File: src/logic/microcode_pkg.sv
`default_nettype none

package microcode_pkg;

    localparam int ram_addr_width = 4;    // 16 operand words
    localparam int rom_addr_width = 4;    // 16 command slots
    localparam int times_width    = 3;    // compute cycles per command

    // alu operations, two bits in the command word
    typedef enum logic [1:0] {
        op_add   = 2'd0,
        op_sub   = 2'd1,
        op_cubic = 2'd2,
        op_mult  = 2'd3
    } op_t;

    // 17-bit command word, msb first
    typedef struct packed {
        logic [ram_addr_width-1:0] dest;
        logic [ram_addr_width-1:0] src1;
        op_t                       op;
        logic [times_width-1:0]    times;    // zero means halt
        logic [ram_addr_width-1:0] src2;
    } cmd_t;

    // hardware loop 1 covers addresses 4..5
    localparam logic [rom_addr_width-1:0] loop1_start  = 4'd4;
    localparam logic [rom_addr_width-1:0] loop1_end    = 4'd5;
    localparam int                        loop1_passes = 3;

    // hardware loop 2 is the single command at 7
    localparam logic [rom_addr_width-1:0] loop2_start  = 4'd7;
    localparam logic [rom_addr_width-1:0] loop2_end    = 4'd7;
    localparam int                        loop2_passes = 4;

endpackage

`default_nettype wire

File: src/logic/gf3_pkg.sv
`default_nettype none

package gf3_pkg;

    localparam int gf_m     = 5;           // field degree
    localparam int gf_width = 2 * gf_m;    // two bits per base-3 coefficient

    // element layout, coefficient i sits at bits 2i+1..2i
    typedef logic [gf_width-1:0] gf_elem_t;

    // coefficient codes
    localparam logic [1:0] coef_zero    = 2'd0;
    localparam logic [1:0] coef_one     = 2'd1;
    localparam logic [1:0] coef_two     = 2'd2;
    localparam logic [1:0] coef_illegal = 2'd3;    // never stored

    // x^5 + 2x + 1, low part only; the multiply step subtracts top * this
    localparam gf_elem_t gf_poly_low = {coef_zero, coef_zero, coef_zero, coef_two, coef_one};

    // true when no coefficient carries the illegal code
    function automatic logic gf_is_legal(gf_elem_t e);
        for (int i = 0; i < gf_m; i++)
        begin
            if (e[2*i +: 2] == coef_illegal)
            begin
                return 1'b0;
            end
        end
        return 1'b1;
    endfunction

endpackage

`default_nettype wire
File: src/logic/alu_ctrl_if.sv
`default_nettype none

interface alu_ctrl_if
    import microcode_pkg::*;
();
    logic load_a;    // capture port a read data as operand a
    logic load_b;    // capture port a read data as operand b
    logic step;      // one compute cycle
    logic first;     // first step of a command, seeds the accumulator
    op_t  op;

    modport sequencer (
        output load_a,
        output load_b,
        output step,
        output first,
        output op
    );

    modport alu (
        input load_a,
        input load_b,
        input step,
        input first,
        input op
    );

endinterface

`default_nettype wire

File: src/logic/gf3_coproc.sv
`default_nettype none

module gf3_coproc
    import gf3_pkg::*, microcode_pkg::*;
(
    input  logic                      clk,
    input  logic                      reset,
    input  logic                      start,
    output logic                      done,
    input  logic                      host_we,
    input  logic [ram_addr_width-1:0] host_addr,
    input  gf_elem_t                  host_wdata,
    output gf_elem_t                  host_rdata
);

    logic [rom_addr_width-1:0] rom_addr;
    cmd_t                      cmd;
    logic [ram_addr_width-1:0] ram_a_addr;
    gf_elem_t                  ram_a_rdata;
    logic [ram_addr_width-1:0] seq_b_addr;
    logic                      seq_b_we;
    logic                      busy;
    gf_elem_t                  alu_result;
    logic [ram_addr_width-1:0] ram_b_addr;
    logic                      ram_b_we;
    gf_elem_t                  ram_b_wdata;

    alu_ctrl_if i_ctrl ();

    command_rom i_rom (
        .addr (rom_addr),
        .cmd  (cmd)
    );

    micro_sequencer i_seq (
        .clk        (clk),
        .reset      (reset),
        .start      (start),
        .cmd        (cmd),
        .rom_addr   (rom_addr),
        .ram_a_addr (ram_a_addr),
        .ram_b_addr (seq_b_addr),
        .ram_b_we   (seq_b_we),
        .ctrl       (i_ctrl.sequencer),
        .busy       (busy),
        .done       (done)
    );

    // host owns port b whenever the sequencer is idle
    assign ram_b_addr  = busy ? seq_b_addr : host_addr;
    assign ram_b_we    = busy ? seq_b_we : host_we;
    assign ram_b_wdata = busy ? alu_result : host_wdata;

    operand_ram i_ram (
        .clk     (clk),
        .a_addr  (ram_a_addr),
        .a_rdata (ram_a_rdata),
        .b_addr  (ram_b_addr),
        .b_we    (ram_b_we),
        .b_wdata (ram_b_wdata),
        .b_rdata (host_rdata)    // one cycle after host_addr
    );

    gf3_serial_alu i_alu (
        .clk    (clk),
        .reset  (reset),
        .ctrl   (i_ctrl.alu),
        .a_data (ram_a_rdata),
        .result (alu_result)
    );

    // a host write during a run would be dropped by the mux
    a_no_host_write_busy: assert property (
        @(posedge clk) disable iff (reset) busy |-> !host_we
    );

endmodule

`default_nettype wire

File: src/logic/micro_sequencer.sv
`default_nettype none

module micro_sequencer
    import microcode_pkg::*;
(
    input  logic                      clk,
    input  logic                      reset,
    input  logic                      start,
    input  cmd_t                      cmd,
    output logic [rom_addr_width-1:0] rom_addr,
    output logic [ram_addr_width-1:0] ram_a_addr,
    output logic [ram_addr_width-1:0] ram_b_addr,
    output logic                      ram_b_we,
    alu_ctrl_if.sequencer             ctrl,
    output logic                      busy,
    output logic                      done
);

    typedef enum logic [6:0] {
        st_idle      = 7'b0000001,
        st_read_src1 = 7'b0000010,
        st_read_src2 = 7'b0000100,
        st_calc      = 7'b0001000,
        st_wait      = 7'b0010000,
        st_write     = 7'b0100000,
        st_halt      = 7'b1000000
    } state_t;

    state_t                    state;
    logic [times_width-1:0]    count;       // remaining calc cycles
    logic [ram_addr_width-1:0] dest_q;      // rom moves on before the write
    logic [loop1_passes-2:0]   loop1;       // one bit per jump back
    logic [loop2_passes-2:0]   loop2;
    logic                      first_calc;

    always_ff @(posedge clk)
    begin
        if (reset)
        begin
            state <= st_idle;
        end
        else
        begin
            case (state)
                st_idle:
                begin
                    if (start)
                        state <= st_read_src1;
                end
                st_read_src1: state <= st_read_src2;
                st_read_src2:
                begin
                    if (cmd.times == '0)
                        state <= st_halt;
                    else
                        state <= st_calc;
                end
                st_calc:
                begin
                    if (count == 3'd1)
                        state <= st_wait;
                end
                st_wait:  state <= st_write;
                st_write: state <= st_read_src1;
                st_halt:  state <= st_idle;
                default:  state <= st_idle;
            endcase
        end
    end

    // program counter, rewound for the next run at halt
    always_ff @(posedge clk)
    begin
        if (reset || state == st_halt)
        begin
            rom_addr <= '0;
        end
        else if (state == st_wait)
        begin
            if (rom_addr == loop1_end && loop1[0])
                rom_addr <= loop1_start;
            else if (rom_addr == loop2_end && loop2[0])
                rom_addr <= loop2_start;
            else
                rom_addr <= rom_addr + 1'b1;
        end
    end

    always_ff @(posedge clk)
    begin
        if (reset || state == st_halt)
        begin
            loop1 <= '1;
            loop2 <= '1;
        end
        else if (state == st_wait)
        begin
            if (rom_addr == loop1_end)
                loop1 <= loop1 >> 1;
            if (rom_addr == loop2_end)
                loop2 <= loop2 >> 1;
        end
    end

    always_ff @(posedge clk)
    begin
        if (reset)
            count <= '0;
        else if (state == st_read_src1)
            count <= cmd.times;
        else if (state == st_calc)
            count <= count - 1'b1;
    end

    always_ff @(posedge clk)
    begin
        if (state == st_wait)
            dest_q <= cmd.dest;
    end

    always_ff @(posedge clk)
    begin
        if (reset)
            done <= 1'b0;
        else
            done <= (state == st_halt);    // one cycle after halt
    end

    always_comb
    begin
        case (state)
            st_read_src1: ram_a_addr = cmd.src1;
            st_read_src2: ram_a_addr = cmd.src2;
            default:      ram_a_addr = '0;
        endcase
    end

    assign ram_b_addr = (state == st_write) ? dest_q : '0;
    assign ram_b_we   = (state == st_write);
    assign busy       = (state != st_idle);

    // src1 data is on port a during read_src2, src2 data in the first calc
    assign first_calc  = (state == st_calc) && (count == cmd.times);
    assign ctrl.load_a = (state == st_read_src2);
    assign ctrl.load_b = first_calc;
    assign ctrl.first  = first_calc;
    assign ctrl.step   = (state == st_calc);
    assign ctrl.op     = cmd.op;

    a_state_onehot: assert property (
        @(posedge clk) disable iff (reset) $onehot(state)
    );

    // first-step detection compares count against times
    a_times_stable: assert property (
        @(posedge clk) disable iff (reset) (state == st_calc) |-> $stable(cmd.times)
    );

endmodule

`default_nettype wire

File: src/logic/gf3_serial_alu.sv
`default_nettype none

module gf3_serial_alu
    import gf3_pkg::*, microcode_pkg::*;
(
    input  logic           clk,
    input  logic           reset,
    alu_ctrl_if.alu        ctrl,
    input  gf_elem_t       a_data,
    output gf_elem_t       result
);

    gf_elem_t a_reg;
    gf_elem_t b_reg;       // shifts up one coefficient per multiply step
    gf_elem_t acc;
    gf_elem_t b_cur;
    gf_elem_t b_next;
    gf_elem_t acc_next;

    function automatic logic [1:0] coef_add(logic [1:0] x, logic [1:0] y);
        logic [2:0] s;
        s = {1'b0, x} + {1'b0, y};
        if (s >= 3'd3)
        begin
            s = s - 3'd3;
        end
        return s[1:0];
    endfunction

    function automatic logic [1:0] coef_neg(logic [1:0] x);
        case (x)
            coef_one: return coef_two;
            coef_two: return coef_one;
            default:  return coef_zero;
        endcase
    endfunction

    function automatic logic [1:0] coef_mul(logic [1:0] x, logic [1:0] y);
        if (x == coef_zero || y == coef_zero)
            return coef_zero;
        else if (x == y)
            return coef_one;    // 1*1 and 2*2
        else
            return coef_two;
    endfunction

    function automatic gf_elem_t elem_add(gf_elem_t x, gf_elem_t y);
        gf_elem_t r;
        for (int i = 0; i < gf_m; i++)
            r[2*i +: 2] = coef_add(x[2*i +: 2], y[2*i +: 2]);
        return r;
    endfunction

    function automatic gf_elem_t elem_sub(gf_elem_t x, gf_elem_t y);
        gf_elem_t r;
        for (int i = 0; i < gf_m; i++)
            r[2*i +: 2] = coef_add(x[2*i +: 2], coef_neg(y[2*i +: 2]));
        return r;
    endfunction

    function automatic gf_elem_t elem_scale(gf_elem_t x, logic [1:0] c);
        gf_elem_t r;
        for (int i = 0; i < gf_m; i++)
            r[2*i +: 2] = coef_mul(x[2*i +: 2], c);
        return r;
    endfunction

    // x * e, with x^5 folded back as -(2x + 1)
    function automatic gf_elem_t elem_times_x(gf_elem_t e);
        return elem_sub(e << 2, elem_scale(gf_poly_low, e[gf_width-1 -: 2]));
    endfunction

    // Frobenius map, images of x^0..x^4 are 1, x^3, x^2+2x, 2x^4+x+2, x^4+x^3+x^2
    function automatic gf_elem_t elem_cube(gf_elem_t e);
        gf_elem_t r;
        r[1:0] = coef_add(e[1:0], coef_neg(e[7:6]));
        r[3:2] = coef_add(coef_neg(e[5:4]), e[7:6]);
        r[5:4] = coef_add(e[5:4], e[9:8]);
        r[7:6] = coef_add(e[3:2], e[9:8]);
        r[9:8] = coef_add(coef_neg(e[7:6]), e[9:8]);
        return r;
    endfunction

    assign b_cur = ctrl.load_b ? a_data : b_reg;    // b arrives with the first step

    always_comb
    begin
        acc_next = acc;
        b_next   = b_cur;
        case (ctrl.op)
            op_add:   acc_next = elem_add(a_reg, b_cur);
            op_sub:   acc_next = elem_sub(a_reg, b_cur);
            op_cubic: acc_next = elem_cube(ctrl.first ? a_reg : acc);
            op_mult:
            begin
                // horner, top coefficient of b first
                acc_next = elem_add(ctrl.first ? '0 : elem_times_x(acc),
                                    elem_scale(a_reg, b_cur[gf_width-1 -: 2]));
                b_next   = b_cur << 2;
            end
            default:  acc_next = acc;
        endcase
    end

    always_ff @(posedge clk)
    begin
        if (ctrl.load_a)
            a_reg <= a_data;
        if (ctrl.step)
            b_reg <= b_next;
    end

    always_ff @(posedge clk)
    begin
        if (reset)
            acc <= '0;
        else if (ctrl.step)
            acc <= acc_next;
    end

    assign result = acc;

    // operand a must be settled before any compute cycle of the command
    a_no_load_in_step: assert property (
        @(posedge clk) disable iff (reset) !(ctrl.step && ctrl.load_a)
    );

endmodule

`default_nettype wire

File: src/logic/operand_ram.sv
`default_nettype none

module operand_ram
    import gf3_pkg::*, microcode_pkg::*;
(
    input  logic                      clk,
    input  logic [ram_addr_width-1:0] a_addr,
    output gf_elem_t                  a_rdata,
    input  logic [ram_addr_width-1:0] b_addr,
    input  logic                      b_we,
    input  gf_elem_t                  b_wdata,
    output gf_elem_t                  b_rdata
);

    gf_elem_t mem [0:(1 << ram_addr_width)-1];

    // port a, read only
    always_ff @(posedge clk)
    begin
        a_rdata <= mem[a_addr];
    end

    // port b, read returns the old word on a write
    always_ff @(posedge clk)
    begin
        if (b_we)
        begin
            mem[b_addr] <= b_wdata;
        end
        b_rdata <= mem[b_addr];
    end

    // host or alu must never store an illegal coefficient code
    a_legal_write: assert property (
        @(posedge clk) b_we |-> gf_is_legal(b_wdata)
    )
    else
    begin
        $error("illegal coefficient code written to r%0d: %h", b_addr, b_wdata);
    end

endmodule

`default_nettype wire

File: src/logic/command_rom.sv
`default_nettype none

module command_rom
    import microcode_pkg::*;
(
    input  logic [rom_addr_width-1:0] addr,
    output cmd_t                      cmd
);

    always_comb
    begin
        case (addr)
            4'd0: cmd = '{dest: 4'd3, src1: 4'd0, op: op_mult, times: 3'd5, src2: 4'd1};
            // single cube of the product
            4'd1: cmd = '{dest: 4'd4, src1: 4'd3, op: op_cubic, times: 3'd1, src2: 4'd3};
            4'd2: cmd = '{dest: 4'd5, src1: 4'd4, op: op_add, times: 3'd1, src2: 4'd2};
            4'd3: cmd = '{dest: 4'd6, src1: 4'd5, op: op_sub, times: 3'd1, src2: 4'd0};
            // loop 1 body, three passes over r6
            4'd4: cmd = '{dest: 4'd6, src1: 4'd6, op: op_mult, times: 3'd5, src2: 4'd1};
            4'd5: cmd = '{dest: 4'd6, src1: 4'd6, op: op_add, times: 3'd1, src2: 4'd2};
            // five cubes bring r6 back to itself
            4'd6: cmd = '{dest: 4'd7, src1: 4'd6, op: op_cubic, times: 3'd5, src2: 4'd6};
            // loop 2, adds r0 into r2 four times
            4'd7: cmd = '{dest: 4'd2, src1: 4'd2, op: op_add, times: 3'd1, src2: 4'd0};
            4'd8: cmd = '{dest: 4'd0, src1: 4'd0, op: op_add, times: 3'd0, src2: 4'd0};
            default:
            begin
                cmd = '{dest: 4'd0, src1: 4'd0, op: op_add, times: 3'd0, src2: 4'd0};
            end
        endcase
    end

endmodule

`default_nettype wire

File: config.mk
export PLATFORM = sky130hd
export DESIGN_NAME = gf3_coproc
export DESIGN_NICKNAME = d
export VERILOG_FILES = /design/src/logic/microcode_pkg.sv /design/src/logic/gf3_pkg.sv /design/src/logic/alu_ctrl_if.sv /design/src/logic/gf3_coproc.sv /design/src/logic/micro_sequencer.sv /design/src/logic/gf3_serial_alu.sv /design/src/logic/operand_ram.sv /design/src/logic/command_rom.sv
export SDC_FILE = /design/constraint.sdc
export NUM_CORES = 1
export LEC_CHECK = 0
export CAP_MARGIN = 20
export CORE_UTILIZATION = 60
export DETAILED_ROUTE_END_ITERATION = 16
export DONT_BUFFER_PORTS = 1
export PLACE_DENSITY = 0.82
export SYNTH_ARGS = -nofsm -noshare
export SYNTH_HDL_FRONTEND = slang
export SYNTH_HIERARCHICAL = 1
export SYNTH_SLANG_ARGS = --single-unit
File: constraint.sdc
create_clock -name clk -period 5.3 [get_ports clk]
set_clock_uncertainty 0.05 [all_clocks]
set_input_delay 0.53 -clock clk [delete_from_list [all_inputs] [get_ports clk]]
set_output_delay 0.53 -clock clk [all_outputs]
set_load 0.05 [all_outputs]
Yosys cells after proc, flatten, opt, wreduce, memory -nomap -nowiden
Memories as Yosys holds them, arrays and structs flattened. A register that Yosys moved wholly into a read port is not among the register bits.
Cells that the tools add are included.
{"block": "word_totals", "register_bits": 54, "ramBits": 160, "mem_bits_ro": 208, "input_bits": 18, "out_inout_bits": 11, "wordCells": 249, "memories": 2}
{"name": "(name not given)", "depth": 16, "word_bits": 13, "read_ports": 1, "rd_ports_with_merged_regs": 1, "write_ports": 0, "line_no": "command_rom.sv:12", "text": "case (addr)"}
{"name": "i_ram.mem", "depth": 16, "word_bits": 10, "read_ports": 2, "rd_ports_with_merged_regs": 2, "write_ports": 1, "line_no": "operand_ram.sv:15", "text": "gf_elem_t mem [0:(1 << ram_addr_width)-1];"}
{"block": "classes", "add_sub_neg": 51, "order_cmp": 25, "eq_ne": 44, "n_mux": 94, "reduce_logical": 22}
{"op": "$mux W2", "n": 62}
{"op": "$add A2 B2 Y3", "n": 24}
{"op": "$ge A3 B2 Y1 const B", "n": 24}
{"op": "$mux W10", "n": 5}
{"op": "$sub A2 B2 Y2 const B", "n": 25}
{"op": "$pmux W7 S6", "n": 1}
{"op": "$pmux W10 S4", "n": 1}
{"op": "$pmux W2 S2", "n": 10}
{"op": "$eq A2 B2 Y1 const B", "n": 12}
{"op": "$mux W4", "n": 6}
{"op": "$eq A2 B1 Y1 const B", "n": 11}
{"op": "$mux W7", "n": 3}
{"op": "$logic_not A2 Y1", "n": 8}
{"op": "$eq A2 B2 Y1", "n": 5}
{"op": "$eq A4 B3 Y1 const B", "n": 2}
{"op": "$pmux W4 S2", "n": 1}
{"op": "$eq A7 B1 Y1 const B", "n": 1}
{"op": "$eq A7 B2 Y1 const B", "n": 1}
{"op": "$eq A7 B3 Y1 const B", "n": 1}
{"op": "$eq A7 B4 Y1 const B", "n": 1}
{"op": "$eq A7 B5 Y1 const B", "n": 1}
{"op": "$eq A7 B6 Y1 const B", "n": 1}
{"op": "$eq A7 B7 Y1 const B", "n": 1}
{"op": "$ne A7 B1 Y1 const B", "n": 1}
{"op": "15 further kinds", "n": 28}

Depth between registers and ports, before layout
{"block": "depth", "word_depth": 16, "depth_mapped": 21, "depth_no_buf": 19}

Hierarchy
Netlist, hierarchy kept.
{"module": "operand_ram", "instances": 1, "cells_per_inst": 376, "area_each_um2": 7682.4}
{"module": "gf3_serial_alu", "instances": 1, "cells_per_inst": 409, "area_each_um2": 3662.3}
{"module": "micro_sequencer", "instances": 1, "cells_per_inst": 146, "area_each_um2": 1345.0}
{"module": "command_rom", "instances": 1, "cells_per_inst": 38, "area_each_um2": 259.0}
{"module": "gf3_coproc", "instances": 1, "cells_per_inst": 17, "area_each_um2": 237.7}

Worst setup path before layout
No wires, ideal clock.
{"block": "synth_timing", "path_kind": "flip-flop to flip-flop", "from": "register, netlist name i_seq/rom_addr[0]", "to": "register i_alu.acc[9], in the netlist i_alu/result[9]", "setup_time_ns": 0.086, "arrival_ns": 4.479, "slack_ns": 0.685, "path_stages_with_launch": 22, "path_cell_list": "dfxtp_1 inv_1 ha_1 nor2_1 a211oi_2 xor2_1 nor4_1 buf_4 buf_4 mux2_2 buf_2 ha_1 nor3_1 ha_1 inv_1 fa_1 inv_1 ha_1 nor3b_1 o211ai_1 and4_1 a211oi_1"}
{"element": "to (signal assigned)", "line_no": "gf3_serial_alu.sv:118", "text": "acc <= acc_next;"}
{"element": "to (decl)", "line_no": "gf3_serial_alu.sv:15", "text": "gf_elem_t acc;"}

==> impl_metrics.prom <==
# TYPE chip_impl_metric gauge
chip_impl_metric{name="largest_register_ffs",unit=""} 160
chip_impl_metric{name="power.static_leakage",unit="uW"} 0.00507
chip_impl_metric{name="relSlewSlack",unit="%"} 26.3
chip_impl_info{name="crit-reg2reg-launch",value="i_seq/rom_addr[0]$_SDFFE_PP0P_"} 1
chip_impl_metric{name="die_w",unit="um"} 150
chip_impl_metric{name="wirelength",unit="mm"} 29.5
chip_impl_metric{name="finalWeightedCongestion",unit=""} 0.911
chip_impl_metric{name="routedWlPerCell",unit="um"} 23.1
chip_impl_metric{name="reg2reg_setup_slack",unit="ns"} 0.49
chip_impl_metric{name="routed-via-count",unit=""} 8305
chip_impl_metric{name="postPlaceCellArea",unit="um2"} 13400
chip_impl_metric{name="slew_viol_final",unit=""} 0
chip_impl_metric{name="grt_pass1_vias",unit=""} 8287
chip_impl_metric{name="antenna_found_initial",unit=""} 0
chip_impl_metric{name="setup_viol_count_final",unit=""} 0
chip_impl_metric{name="async_flop_share",unit="%"} 0
chip_impl_metric{name="worstSkewPairLatency",unit="ns"} 0.54
chip_impl_metric{name="worst_pin_slew",unit="ns"} 1.10
chip_impl_metric{name="row_count",unit=""} 53
chip_impl_metric{name="die-height",unit="um"} 150
chip_impl_metric{name="initial_core_utilization",unit="%"} 61.9
chip_impl_metric{name="route.antenna.remaining_nets",unit=""} 0
chip_impl_metric{name="seq_area_frac_synth",unit="%"} 49.5
chip_impl_metric{name="insertedDiodeCount",unit=""} 0
chip_impl_metric{name="reg2reg_depth",unit=""} 20
chip_impl_metric{name="routed_via_density",unit=""} 6.49
chip_impl_info{name="synth_top_cell_by_area",value="edfxtp_1"} 1
chip_impl_metric{name="track_usage",unit="%"} 27.5
chip_impl_info{name="cts_tree",value="done"} 1
chip_impl_metric{name="multi_input_comb_area",unit="um2"} 6120
chip_impl_info{name="worstHoldPathType",value="primary input to flip-flop"} 1
chip_impl_metric{name="required",unit="ns"} 5.69
chip_impl_metric{name="power.density_cell_area",unit="nW/um2"} 333
chip_impl_metric{name="global_route.overflow_total",unit=""} 0
chip_impl_info{name="critical_path.endpoint",value="i_alu/result[9]$_SDFFE_PP0P_"} 1
chip_impl_metric{name="mappedNetlistArea",unit="um2"} 13200
chip_impl_metric{name="synth_edf_count",unit=""} 184
chip_impl_metric{name="mean_post_synth_cell_area",unit="um2"} 13.4
chip_impl_metric{name="final_net_count",unit=""} 1077
chip_impl_info{name="startpoint",value="i_seq/rom_addr[0]$_SDFFE_PP0P_"} 1
chip_impl_metric{name="ys.warnings.count",unit=""} 6
chip_impl_info{name="setup_repair_after_global_routing_missed_its_margin",value="false"} 1
chip_impl_metric{name="final_min_period_over_clock_period",unit="%"} 90.8
chip_impl_metric{name="detailedRoute.firstPassIterationCount",unit=""} 5
chip_impl_metric{name="numClockSinks",unit=""} 234
chip_impl_metric{name="arrival_time_at_the_worst_endpoint",unit="ns"} 5.21
chip_impl_metric{name="fmaxAchievable",unit="GHz"} 0.208
chip_impl_metric{name="fp.dieArea",unit="um2"} 22600
chip_impl_metric{name="tritoncts.num_buffers",unit=""} 25
chip_impl_metric{name="first_pass_grt_wire_length",unit="mm"} 46.2
chip_impl_metric{name="port_buffers",unit=""} 0
chip_impl_info{name="setup.worst_path.class",value="flip-flop to flip-flop"} 1
chip_impl_info{name="root_buffer",value="clkbuf_16"} 1
chip_impl_metric{name="clk_pin_slew",unit="ns"} 0.06
chip_impl_metric{name="max-cap-violations",unit=""} 0
chip_impl_info{name="synth_common_cells",value="edfxtp_1 (184), mux4_2 (80), nand2_1 (79)"} 1
chip_impl_metric{name="hpwlAfterDp",unit="mm"} 20.2
chip_impl_metric{name="clk_path_buf_depth",unit=""} 3
chip_impl_metric{name="dr.first_iter.drc_count",unit=""} 660
chip_impl_metric{name="design_area",unit="um2"} 14300
chip_impl_metric{name="finalSetupTns",unit="ns"} 0
chip_impl_metric{name="layout.filler_cells",unit=""} 1463
chip_impl_metric{name="synth.ff_latch_count",unit=""} 234
chip_impl_metric{name="ctsHtreeMaxLevel",unit=""} 1
chip_impl_metric{name="drc_errors",unit=""} 0
chip_impl_info{name="nature_of_the_critical_path_startpoint",value="flip-flop"} 1
chip_impl_metric{name="post_cts.resized_instances",unit=""} 0
chip_impl_metric{name="synth_to_final_area_change",unit="%"} 8.28
chip_impl_metric{name="register_area",unit="um2"} 6530
chip_impl_metric{name="post_route_cells_drive_above_1_share",unit="%"} 18.3
chip_impl_info{name="status",value="completed"} 1
chip_impl_metric{name="syn_inst",unit=""} 986
chip_impl_info{name="regMostFlops",value="i_ram/mem"} 1
chip_impl_info{name="ys_dominant_reg_cell",value="edfxtp_1"} 1
chip_impl_metric{name="netlist-cell-type-count",unit=""} 75
chip_impl_info{name="worstReg2RegEnd",value="i_alu/result[9]$_SDFFE_PP0P_"} 1
chip_impl_metric{name="largest_net_degree_at_the_start_of_global_routing",unit=""} 48
chip_impl_metric{name="ir_worst_vdd",unit="uV"} 340
chip_impl_info{name="synth_top_cells_by_area",value="edfxtp_1 (42%), mux4_2 (14%), dfxtp_1 (7.6%)"} 1
chip_impl_metric{name="critPathMaxFanout",unit=""} 9
chip_impl_metric{name="ios",unit=""} 29
chip_impl_metric{name="finalCriticalPeriod",unit="ns"} 4.81
chip_impl_metric{name="timing.final.hold_violations",unit=""} 0
chip_impl_metric{name="synth_top_area_share",unit="%"} 41.9
chip_impl_metric{name="design.core.area",unit="um2"} 21300
chip_impl_info{name="yosys.cell_count.top_type",value="edfxtp_1"} 1
chip_impl_info{name="worstSetupEndpointType",value="flip-flop"} 1
[layout make-up]
class                   count  share of cell area, %
clock inverters            11                   1.26
flip-flops and latches    234                   45.7
clock buffers              35                   4.78
inverters                  63                   1.66
repair buffers             22                   1.33
multi-input cells         640                   42.8
well taps                 275                   2.41
[how the worst min path moves through the flow]
stage | cells after the start | slack, ns | endpoint | startpoint
global placement | 0 | 0.37 | i_alu/a_reg[7]$_DFFE_PP_ | i_ram/a_rdata[7]$_DFF_P_
detailed placement | 0 | 0.36 | i_alu/a_reg[0]$_DFFE_PP_ | i_ram/a_rdata[0]$_DFF_P_
finish | 1 | 0.02 | i_seq/done$_SDFF_PP0_ | reset
global route | 1 | 0.004 | i_alu/result[8]$_SDFFE_PP0P_ | reset
floorplan | 0 | 0.35 | i_alu/a_reg[0]$_DFFE_PP_ | i_ram/a_rdata[0]$_DFF_P_
CTS | 1 | 0.003 | i_seq/count[0]$_SDFFE_PP0P_ | reset
[per-layer routing]
| metal | track usage (%) | vias to the layer above | wire length [um] |
|---|---|---|---|
| li1 | - | 3757 | - |
| met4 | 9.24 | 0 | 830 |
| met5 | 0 | - | 0 |
| met2 | 48.6 | 310 | 15300 |
| met3 | 3.97 | 62 | 1950 |
| met1 | 34.8 | 4176 | 11400 |
[kinds of logic (layout without fill, tap and decap cells)]
family / after synthesis / count (layout) / synth area share (%)
simple gates: 286 / 286 / 11.7
flops: 234 / 234 / 49.5
compound gates: 133 / 133 / 7.43
mux: 131 / 131 / 18.1
buf+inv: 115 / 131 / 4.26
fa+ha+maj: 73 / 73 / 8.12
xor+xnor: 13 / 13 / 0.863
other cells: 1 / 4 / 0.0284
[what timing repair did]
action | 4_1_cts | 5_1_grt
hold buffers | 2 | 0
hold endpoints to repair | 4 | 0
setup buffers | 0 | 0
[critical path, cell delays in order (launching register included)]
cell and delay [ns]:
dfxtp_1 0.49, inv_1 0.15, ha_1 0.25, nor2_1 0.14
a211oi_2 0.10, xor2_1 0.18, nor4_2 0.16, buf_4 0.22
mux2i_4 0.43, inv_2 0.15, ha_1 0.32, nor3_1 0.24
ha_1 0.20, inv_1 0.05, fa_1 0.50, inv_1 0.05
ha_1 0.20, nor3b_1 0.27, o211ai_1 0.11, and4_1 0.23
a211oi_1 0.23
[cell usage in the layout (no fill, tap or decap), types with 4 or more instances in the layout]
| master | n |
|---|---|
| a211oi_1 | 5 |
| a21oi_1 | 17 |
| a22oi_1 | 45 |
| a311oi_1 | 5 |
| and2_1 | 8 |
| and4_1 | 4 |
| buf_4 | 19 |
| bufinv_16 | 4 |
| clkbuf_1 | 8 |
| clkbuf_16 | 25 |
| conb_1 | 4 |
| dfxtp_1 | 50 |
| edfxtp_1 | 184 |
| fa_1 | 21 |
| ha_1 | 52 |
| inv_1 | 62 |
| mux2_2 | 12 |
| mux2_4 | 10 |
| mux2i_1 | 28 |
| mux4_2 | 80 |
| nand2_1 | 79 |
| nand2b_1 | 11 |
| nand3_1 | 10 |
| nand3b_1 | 15 |
| nor2_1 | 65 |
| nor2b_1 | 32 |
| nor3_1 | 13 |
| nor3b_1 | 15 |
| o211ai_1 | 18 |
| o21ai_0 | 10 |
| xnor2_1 | 10 |
[metrics by stage]
| stage | instances | utilization [%] | total power, uW | setup slack, ns | hold WS (ns) |
|---|---|---|---|---|---|
| floorplan | 989 | - | 2810 | 0.685 | 0.353 |
| global placement | 1230 | 62.8 | 2940 | 0.748 | 0.373 |
| detailed placement | 1230 | 62.8 | 2960 | 0.523 | 0.364 |
| CTS | 1278 | 66.9 | 4780 | 0.505 | 0.00305 |
| global route | 1280 | 67.1 | 4910 | 0.139 | 0.00367 |
| finish | 1280 | 67.1 | 4760 | 0.486 | 0.0244 |
[where the power goes]
part           internal (uW)  switching [uW]
Combinational            262             374
Sequential              2140             168
Clock                   1110             716
Total                   3500            1260
Note: power is estimated with default switching activity, not from simulation.
